==> src/source/eeprom_defs.svh <==
`ifndef EEPROM_DEFS_SVH
`define EEPROM_DEFS_SVH

// CLK cycles per quarter of an SCL period, one bit is four quarters
`define EE_QUARTER 2

// control byte prefix of a 24C16 type part
`define EE_DEVICE_CODE 4'b1010

`endif

==> src/source/eeprom_pkg.sv <==
package eeprom_pkg;

    // single bus operation carried out by the engine
    typedef enum logic [1:0] {
        OP_START,
        OP_STOP,
        OP_WRITE_BYTE,
        OP_READ_BYTE
    } bus_op_t;

    typedef struct packed {
        bus_op_t    op;
        logic [7:0] tx_byte;
        logic       master_ack;  // level driven in 9th bit of a read, 1 = nack
    } bus_cmd_t;

    typedef struct packed {
        logic [7:0] rx_byte;
        logic       slave_nack;
    } bus_rsp_t;

    typedef enum logic [3:0] {
        IDLE,
        START,
        CTRL_WRITE,
        ADDR_WRITE,
        DATA_WRITE,
        RESTART,
        CTRL_READ,
        DATA_READ,
        STOP,
        DONE
    } access_state_t;

    typedef struct packed {
        logic [10:0] addr;
        logic [7:0]  wdata;
    } host_req_t;

endpackage

==> src/source/eeprom_access_fsm.sv <==
`timescale 1ns/1ps
`include "eeprom_defs.svh"

module eeprom_access_fsm
    import eeprom_pkg::*;
(
    input  logic       CLK,
    input  logic       RESET,
    input  logic       wr,
    input  logic       rd,
    input  host_req_t  req,
    output logic       busy,
    output logic       ack,
    output logic [7:0] rdata,
    output logic       nack_seen,
    output logic       cmd_valid,
    output bus_cmd_t   cmd,
    input  logic       eng_busy,
    input  logic       op_done,
    input  bus_rsp_t   rsp
);

    access_state_t state;
    host_req_t     req_q;
    logic          rd_q;     // current access is a read
    logic          issued;   // command of this state already sent

    assign busy = (state != IDLE);

    // one command per bus state, sent once the engine is free
    assign cmd_valid = (state != IDLE) && (state != DONE) && !issued && !eng_busy;

    always_comb
    begin
        cmd = '{op: OP_STOP, tx_byte: 8'h00, master_ack: 1'b0};
        case (state)
            START, RESTART:
                cmd.op = OP_START;
            CTRL_WRITE:
            begin
                cmd.op      = OP_WRITE_BYTE;
                cmd.tx_byte = {`EE_DEVICE_CODE, req_q.addr[10:8], 1'b0};
            end
            ADDR_WRITE:
            begin
                cmd.op      = OP_WRITE_BYTE;
                cmd.tx_byte = req_q.addr[7:0];
            end
            DATA_WRITE:
            begin
                cmd.op      = OP_WRITE_BYTE;
                cmd.tx_byte = req_q.wdata;
            end
            CTRL_READ:
            begin
                cmd.op      = OP_WRITE_BYTE;
                cmd.tx_byte = {`EE_DEVICE_CODE, req_q.addr[10:8], 1'b1};
            end
            DATA_READ:
            begin
                cmd.op         = OP_READ_BYTE;
                cmd.master_ack = 1'b1;  // single byte, nack then stop
            end
            default:
                cmd.op = OP_STOP;
        endcase
    end

    always_ff @(posedge CLK)
    begin
        if (RESET)
        begin
            state     <= IDLE;
            issued    <= 1'b0;
            ack       <= 1'b0;
            rd_q      <= 1'b0;
            nack_seen <= 1'b0;
        end
        else
        begin
            ack <= 1'b0;
            if (cmd_valid)
                issued <= 1'b1;
            if (op_done)
            begin
                issued    <= 1'b0;
                nack_seen <= nack_seen | rsp.slave_nack;
            end
            case (state)
                IDLE:
                begin
                    if (wr || rd)
                    begin
                        rd_q      <= !wr;  // wr wins
                        nack_seen <= 1'b0;
                        state     <= START;
                    end
                end
                START:
                    if (op_done) state <= CTRL_WRITE;
                CTRL_WRITE:
                    if (op_done) state <= ADDR_WRITE;
                ADDR_WRITE:
                    if (op_done) state <= rd_q ? RESTART : DATA_WRITE;
                DATA_WRITE:
                    if (op_done) state <= STOP;
                RESTART:
                    if (op_done) state <= CTRL_READ;
                CTRL_READ:
                    if (op_done) state <= DATA_READ;
                DATA_READ:
                    if (op_done) state <= STOP;
                STOP:
                    if (op_done) state <= DONE;
                default:
                begin
                    ack   <= 1'b1;
                    state <= IDLE;
                end
            endcase
        end
    end

    // request payload and read data
    always_ff @(posedge CLK)
    begin
        if (state == IDLE && (wr || rd))
            req_q <= req;
        if (state == DATA_READ && op_done)
            rdata <= rsp.rx_byte;
    end

endmodule

==> src/source/eeprom_controller.sv <==
`timescale 1ns/1ps

module eeprom_controller
    import eeprom_pkg::*;
(
    input  logic       CLK,
    input  logic       RESET,
    input  logic       wr,
    input  logic       rd,
    input  host_req_t  req,
    output logic       busy,
    output logic       ack,
    output logic [7:0] rdata,
    output logic       nack_seen,
    output logic       scl,
    output logic       sda_drive_low,
    input  logic       sda_in
);

    bus_cmd_t cmd;
    bus_rsp_t rsp;
    logic     cmd_valid;
    logic     eng_busy;
    logic     op_done;

    eeprom_access_fsm u_fsm (
        .CLK       (CLK),
        .RESET     (RESET),
        .wr        (wr),
        .rd        (rd),
        .req       (req),
        .busy      (busy),
        .ack       (ack),
        .rdata     (rdata),
        .nack_seen (nack_seen),
        .cmd_valid (cmd_valid),
        .cmd       (cmd),
        .eng_busy  (eng_busy),
        .op_done   (op_done),
        .rsp       (rsp)
    );

    // open-drain sda, scl push-pull
    i2c_bit_engine u_engine (
        .CLK           (CLK),
        .RESET         (RESET),
        .cmd_valid     (cmd_valid),
        .cmd           (cmd),
        .eng_busy      (eng_busy),
        .op_done       (op_done),
        .rsp           (rsp),
        .scl           (scl),
        .sda_drive_low (sda_drive_low),
        .sda_in        (sda_in)
    );

endmodule

==> src/source/i2c_bit_engine.sv <==
`timescale 1ns/1ps
`include "eeprom_defs.svh"

module i2c_bit_engine
    import eeprom_pkg::*;
(
    input  logic     CLK,
    input  logic     RESET,
    input  logic     cmd_valid,
    input  bus_cmd_t cmd,
    output logic     eng_busy,
    output logic     op_done,
    output bus_rsp_t rsp,
    output logic     scl,
    output logic     sda_drive_low,
    input  logic     sda_in
);

    localparam int QW = ($clog2(`EE_QUARTER) > 0) ? $clog2(`EE_QUARTER) : 1;

    bus_op_t       op_q;
    logic          mack_q;
    logic [QW-1:0] q_cnt;
    logic [1:0]    phase;    // 0 low, 1/2 high, 3 low for data bits
    logic [3:0]    bit_cnt;  // 0..7 data, 8 = ack slot
    logic [7:0]    sh;
    logic [7:0]    rx;
    logic          nack;

    logic          q_end;
    logic          last;
    logic [1:0]    phase_n;
    logic [3:0]    bit_n;
    logic [7:0]    sh_n;

    // {scl, drive_low} for a given point of an operation
    function automatic logic [1:0] bus_level(input bus_op_t op, input logic [1:0] ph,
                                             input logic [3:0] b, input logic bit7,
                                             input logic mack);
        logic scl_l;
        logic low_l;
        scl_l = (ph == 2'd1) || (ph == 2'd2);
        low_l = 1'b0;
        case (op)
            OP_START:      low_l = ph[1];            // falls while scl high
            OP_STOP:
            begin
                scl_l = (ph != 2'd0);
                low_l = !ph[1];                      // rises while scl high
            end
            OP_WRITE_BYTE: low_l = (b < 4'd8) && !bit7;
            default:       low_l = (b == 4'd8) && !mack;
        endcase
        return {scl_l, low_l};
    endfunction

    assign q_end = (q_cnt == QW'(`EE_QUARTER - 1));
    assign last  = q_end && (phase == 2'd3) &&
                   ((op_q == OP_START) || (op_q == OP_STOP) || (bit_cnt == 4'd8));

    always_comb
    begin
        phase_n = phase + 2'd1;
        bit_n   = bit_cnt;
        sh_n    = sh;
        if (phase == 2'd3)
        begin
            bit_n = bit_cnt + 4'd1;
            sh_n  = {sh[6:0], 1'b0};
        end
    end

    always_ff @(posedge CLK)
    begin
        if (RESET)
        begin
            eng_busy      <= 1'b0;
            op_done       <= 1'b0;
            scl           <= 1'b1;
            sda_drive_low <= 1'b0;
            q_cnt         <= '0;
            phase         <= 2'd0;
            bit_cnt       <= 4'd0;
        end
        else
        begin
            op_done <= 1'b0;
            if (!eng_busy)
            begin
                if (cmd_valid)
                begin
                    eng_busy <= 1'b1;
                    q_cnt    <= '0;
                    phase    <= 2'd0;
                    bit_cnt  <= 4'd0;
                    {scl, sda_drive_low} <= bus_level(cmd.op, 2'd0, 4'd0,
                                                      cmd.tx_byte[7], cmd.master_ack);
                end
            end
            else
            begin
                q_cnt <= q_end ? '0 : q_cnt + 1'b1;
                if (last)
                begin
                    eng_busy <= 1'b0;
                    op_done  <= 1'b1;  // levels hold until the next op
                end
                else if (q_end)
                begin
                    phase   <= phase_n;
                    bit_cnt <= bit_n;
                    {scl, sda_drive_low} <= bus_level(op_q, phase_n, bit_n, sh_n[7], mack_q);
                end
            end
        end
    end

    always_ff @(posedge CLK)
    begin
        if (!eng_busy && cmd_valid)
        begin
            op_q   <= cmd.op;
            mack_q <= cmd.master_ack;
            sh     <= cmd.tx_byte;
            nack   <= 1'b0;
        end
        else if (eng_busy && q_end)
        begin
            if (phase == 2'd3)
                sh <= sh_n;
            // sample in the middle of scl high
            if (phase == 2'd1 && (op_q == OP_WRITE_BYTE || op_q == OP_READ_BYTE))
            begin
                if (bit_cnt < 4'd8)
                    rx <= {rx[6:0], sda_in};
                else if (op_q == OP_WRITE_BYTE)
                    nack <= sda_in;
            end
        end
    end

    assign rsp = '{rx_byte: rx, slave_nack: nack};

endmodule

==> config.mk <==
export PLATFORM = sky130hd
export DESIGN_NAME = eeprom_controller
export DESIGN_NICKNAME = d
export VERILOG_FILES = /design/src/source/eeprom_pkg.sv /design/src/source/eeprom_access_fsm.sv /design/src/source/eeprom_controller.sv /design/src/source/i2c_bit_engine.sv
export VERILOG_INCLUDE_DIRS = /design/src /design/src/source
export SDC_FILE = /design/constraint.sdc
export NUM_CORES = 1
export LEC_CHECK = 0
export ABC_AREA = 1
export BUFFER_PORTS_ARGS = -buffer_cell sky130_fd_sc_hd__buf_2
export CAP_MARGIN = 20
export CORE_MARGIN = 4
export CORE_UTILIZATION = 40
export DETAILED_ROUTE_END_ITERATION = 10
export SYNTH_ARGS = -nofsm -noshare
export SYNTH_HDL_FRONTEND = slang
export SYNTH_HIERARCHICAL = 1
export SYNTH_SLANG_ARGS = --single-unit
==> constraint.sdc <==
create_clock -name CLK -period 1.9 [get_ports CLK]
set_input_delay 0.19 -clock CLK [delete_from_list [all_inputs] [get_ports CLK]]
set_output_delay 0.19 -clock CLK [all_outputs]
set_load 0.05 [all_outputs]
Word-level counts from Yosys, hierarchy flattened
Index checks and enable logic that the tools add are counted.
{"block": "word_totals", "register_bits": 66, "inputBits": 24, "out_inout_bits": 13, "wordCells": 149}
{"block": "op_classes", "n_addsub": 3, "n_lt_le_gt_ge": 2, "eq_ne": 30, "n_mux": 47, "bitwise": 4, "reduce_logical": 43}
{"cell": "4-bit 2-to-1 mux", "n": 13}
{"cell": "8-bit 2-to-1 mux", "n": 4}
{"cell": "4-bit case mux with 8 select lines", "n": 1}
{"cell": "8-bit case mux with 4 select lines", "n": 1}
{"cell": "1-bit 2-to-1 mux", "n": 21}
{"cell": "4-bit by 3-bit == test with 1-bit output (second input constant)", "n": 4}
{"cell": "2-bit by 1-bit inequality test with 1-bit output (second input constant)", "n": 8}
{"cell": "4-bit == test (second input constant)", "n": 3}
{"cell": "1-bit logical AND", "n": 12}
{"cell": "2-bit == test (second input constant)", "n": 5}
{"cell": "9-bit OR reduction", "n": 1}
{"cell": "2-bit by 1-bit == test with 1-bit output (second input constant)", "n": 4}
{"cell": "4-bit by 2-bit == test with 1-bit output (second input constant)", "n": 2}
{"cell": "4-bit less-than comparator (second input constant)", "n": 2}
{"cell": "2-bit 2-to-1 mux", "n": 4}
{"cell": "4-bit AND reduction", "n": 2}
{"cell": "8-bit AND reduction", "n": 1}
{"cell": "2-bit nonzero test", "n": 4}
{"cell": "2-bit OR reduction", "n": 4}
{"cell": "1-bit logical NOT", "n": 7}
{"cell": "2-bit case mux with 3 select lines", "n": 1}
{"cell": "1-bit logical OR", "n": 5}
{"cell": "4-bit by 1-bit adder with 4-bit output (second input constant)", "n": 1}
{"cell": "4-bit by 1-bit == test with 1-bit output (second input constant)", "n": 1}
{"cell": "14 further kinds", "n": 18}

Depth between registers and ports, before layout
{"block": "logic_depth", "depth_word": 8, "depth_mapped": 14, "mapped_depth_nobuf": 14}

Modules after synthesis
The synthesis kept the hierarchy.
{"mod": "i2c_bit_engine", "instances": 1, "cells_each": 170, "area_each_um2": 1496.4, "seq_area_each_um2": 810.8}
{"mod": "eeprom_access_fsm", "instances": 1, "cells_each": 130, "area_each_um2": 1456.4, "seq_area_each_um2": 970.9}

Worst setup path after synthesis
Ideal clock, no wire load.
{"block": "synth_path", "path_type": "register to register", "startpoint": "reg u_fsm.state[1]", "endpoint": "reg u_fsm/req_q[0] (netlist name), enable pin", "setup_ns": 0.398, "arrival_time_ns": 1.753, "required_ns": 1.502, "setup_slack_ns": -0.251, "stages_incl_launch_ff": 4, "path_buffers": 0, "period_less_slack_ns": 2.151, "path_cell_list": "dfxtp_1 nor2_4 nand2_2 nor2_1"}
{"block": "synth_via", "elab_chain_cells": 2}
{"item": "start: declaration", "line": "eeprom_access_fsm.sv:23", "text": "access_state_t state;"}
{"item": "start signal: assignment", "line": "eeprom_access_fsm.sv:104", "text": "if (op_done) state <= rd_q ? RESTART : DATA_WRITE;"}
{"item": "4-bit logical NOT", "line": "eeprom_access_fsm.sv:127", "text": "if (state == IDLE && (wr || rd))"}
{"item": "1-bit logical AND", "line": "eeprom_access_fsm.sv:127"}
{"item": "end signal: assignment", "line": "eeprom_access_fsm.sv:128", "text": "req_q <= req;"}
{"item": "end: declaration", "line": "eeprom_access_fsm.sv:24", "text": "host_req_t req_q;"}
Every way passes these cells.
A chain may end at the register's enable or synchronous reset.

==> flow_results.org <==
** Detailed routing
- Antenna viol nets, final :: 0
- Vias per inst :: 4.58
- In the routed design, unresolved DRC markers number 0.
- Aggregate routed wire length :: 5350 µm
- Length of the first detailed-routing pass in iterations :: 4
- The routed layout has 2,097 vias.
- Routed wire per std cell :: 11.7 µm
- Detailed router's first-iteration violation count :: 89

** Placement
- Before CTS, the worst setup slack after placement is 0.104 ns.
- In this run the tool buffered the top-level ports with 36 buffer cells.
- The congestion estimate from routability-driven global placement came to 0.841.
- Count of placed standard cells including taps :: 437
- The HPWL after detailed placement is 3870 µm.

** Hold path
- Counting instances, the worst hold path has a depth of 1.
- In this run the most critical hold path is launched from req[1].
- Path type of the worst min-delay path :: in2reg

** Final layout
- Diode count :: 0
- The count of cells in the finished layout, fillers not included, comes to 458.
- Fin util :: 49.1%
- The filler cells instantiated in the layout total 708.
- Relative to the synthesized area, the layout overhead comes to 20.0%.
- At the end of the flow, the number of nets in the layout was 384.
- The library cell used most frequently in the layout, excluding fill and tap cells, is sky130_fd_sc_hd__nand2_1.
- The top cell types in the final layout, fill and taps aside, are sky130_fd_sc_hd__nand2_1, sky130_fd_sc_hd__edfxtp_1, sky130_fd_sc_hd__buf_2.
- Fraction of final layout cells with drive strength greater than 1 :: 27.3%

** Pwr
- Combinational logic burns 31.6% of the power.
- For this design the ratio of total power to cell area is 1430 nW/µm².
- Total internal power :: 3260 µW
- Leakage dissipation :: 0.00148 µW
- In this run the power spent charging and discharging nets is 1800 µW.
- Total power for the finished layout comes to 5060 µW.
- Switching share of total power :: 35.5%
- Power share of the sequential group :: 42.4%
- Clock power share :: 26.0%
- VDD sags by at most 743 µV.

** STA
- Hold Violations, Final :: 0
- Measured slew at the worst slew-check pin :: 0.452 ns
- Derived from the worst setup path, the maximum achievable clock frequency is 565 MHz.
- Of the available clock period, the critical path in the final layout requires 93.1%.
- Max-slew headroom :: 69.9%
- Final critical-path setup slack :: 0.130 ns
- The final number of max-transition violations is 0.
- Clock skew :: 0.00604 ns
- # setup viols final :: 0
- Minimum clock period after layout :: 1.77 ns

** Global route
- Number of antenna violations at the first check in global routing :: 0
- Pin count of the biggest net entering global routing :: 21
- Global routing usage summed across all routing layers :: 12.9%
- Vias in the first global route :: 1,996
- The first global-routing pass estimated 9010 µm of wire.
- Aggregate global routing overflow :: 0

** Logic synthesis
- Sequential fraction of the synthesis area :: 60.3%
- Synthesis handed over a netlist of 300 instances.
- A synthesized cell averages 9.84 µm².
- Syn Std Cell Area :: 2950 µm²
- After synthesis, the cell types taking the most area are sky130_fd_sc_hd__edfxtp_1, sky130_fd_sc_hd__dfxtp_1, sky130_fd_sc_hd__nand2_1.
- The synthesized design spends more area on one cell type than any other, namely sky130_fd_sc_hd__edfxtp_1.
- Synthesis produced a netlist with a net count of 330.
- After synthesis, the netlist uses 30 different library cells.
- After synthesis the netlist holds a flip-flop and latch count of 66.
- The Yosys step of the flow raised 6 warnings.
- Share of the synthesized area in the top cell type :: 46.8%

** Floorplan
- 37 I/O pins were placed.
- Site row count :: 31
- Core Footprint :: 7210 µm²
- Total Die Area :: 8820 µm²
- Width of the die :: 93.9 µm
- Measured along the y axis, the die boundary spans 93.9 µm.
- Effective utilization at floorplan :: 40.9%

** Clocking
- The H-tree was split into 3 levels.
- TritonCTS built the clock tree.
- For this design, the sink count on the clock tree is 66.
- Clock root buffer :: sky130_fd_sc_hd__clkbuf_8
- After clock tree synthesis, the clock-pin slew on the worst setup and hold paths is 0.08 ns.
- The number of clock buffers added by TritonCTS is 9.
- CTS hold repair buffers :: 0
- The later pin in the worst-skew pair is clocked with a latency of 0.33 ns.
- Number of buffers between clock root and the deepest sink :: 2

** Critical path
- The number of cells on the worst reg-to-reg path is 11.
- In this run the register-to-register setup slack is 0.13 ns.
- Origin of the worst setup path :: u_fsm/state[3]
- STA classifies the critical path endpoint as a flop.
- In this run the critical register-to-register path is launched from u_fsm/state[3].
- Critical path class :: reg2reg
- Critical path peak fanout :: 5
- STA puts the critical path data required time at 2.13 ns.
- Crit start category :: flop
- Signal arrival time at the worst endpoint :: 2.00 ns

** Run status
- The run finished with clean final reports.

** Flow run
- Number of max-cap violations :: 0
## layout make-up
cell class | instances | area [µm²] | area share (%)
multi-input cells | 195 | 1020 | 28.7
repair buffers | 47 | 263 | 7.41
well taps | 99 | 124 | 3.49
inverters | 35 | 134 | 3.78
flip-flops and latches | 66 | 1780 | 50.3
clock inverters | 7 | 101 | 2.86
clock buffers | 9 | 124 | 3.49
## state kept, by name (all words and copies together) (netlist names), 2 cells and up
signal,count
u_engine/rx,8
u_fsm/state,4
u_engine/sh,8
u_engine/phase,2
u_fsm/req_q,19
u_fsm/rdata,8
u_engine/bit_cnt,4
u_engine/op_q,2
## cell families (layout without fill, tap and decap cells)
family	after synthesis	after routing	synth area share (%)
simple gates	153	153	24.2
flops	66	66	60.3
buf+inv	39	98	5.47
compound gates	36	36	7.50
fa+ha+maj	6	6	2.54
## critical path: stages, from the launching register on
cell	delay (ns)
sky130_fd_sc_hd__dfxtp_1	0.43
sky130_fd_sc_hd__inv_2	0.11
sky130_fd_sc_hd__nand2_2	0.12
sky130_fd_sc_hd__inv_4	0.06
sky130_fd_sc_hd__nand2_1	0.07
sky130_fd_sc_hd__o211ai_1	0.15
sky130_fd_sc_hd__ha_1	0.31
sky130_fd_sc_hd__nor2_1	0.04
sky130_fd_sc_hd__nand2_1	0.07
sky130_fd_sc_hd__nand4_1	0.09
sky130_fd_sc_hd__nor2_1	0.14
sky130_fd_sc_hd__a21oi_2	0.06
## final timing paths
path / to
worst max-delay path: u_engine/sda_drive_low
worst min-delay path: u_fsm/req_q[1]
worst max register to register: u_engine/sda_drive_low
worst min register to register: u_fsm/rdata[7]
## synthesized netlist by cell type, drive strengths merged
cell type / count
nor3: 3
nor4: 1
o211ai: 4
o22ai: 1
a22o: 2
o211a: 1
nor2: 31
edfxtp: 46
o21ai: 14
o21bai: 1
a21oi: 13
dfxtp: 20
nand4: 1
buf: 4
or2: 2
inv: 35
nand3: 26
ha: 6
nand2: 89
## stage by stage
stage / cell area [µm²] / TNS, ns / hold slack [ns]
CTS: 3510 / 0 / 0.0138
global route: 3540 / -0.00654 / 0.0124
global placement: 3280 / 0 / 0.366
floorplan: 2960 / 0 / 0.252
finish: 3540 / 0 / 0.0307
detailed placement: 3280 / 0 / 0.368
## per-layer routing
layer	vias to the layer above	part of all wire (%)	GRT usage, %
met5	-	0	0
met4	0	1.3	6.26
met3	8	5.3	3.29
li1	1107	-	-
met1	937	47	16.6
met2	45	46	20.3
## timing repair
| action | 4_1_cts | 5_1_grt |
|---|---|---|
| resized for setup | 0 | 2 |
| buffers inserted | 0 | 5 |
| setup endpoints to repair | 0 | 1 |
## power groups by stage
stage	clock, µW	combinational (µW)	sequential (µW)
after floorplan	0	1120	2200
after global placement	0	1530	2170
after detailed placement	0	1550	2180
after CTS	1350	1550	2150
after global routing	1410	1810	2190
final	1310	1600	2150
(Power assumes the default switching activity.)
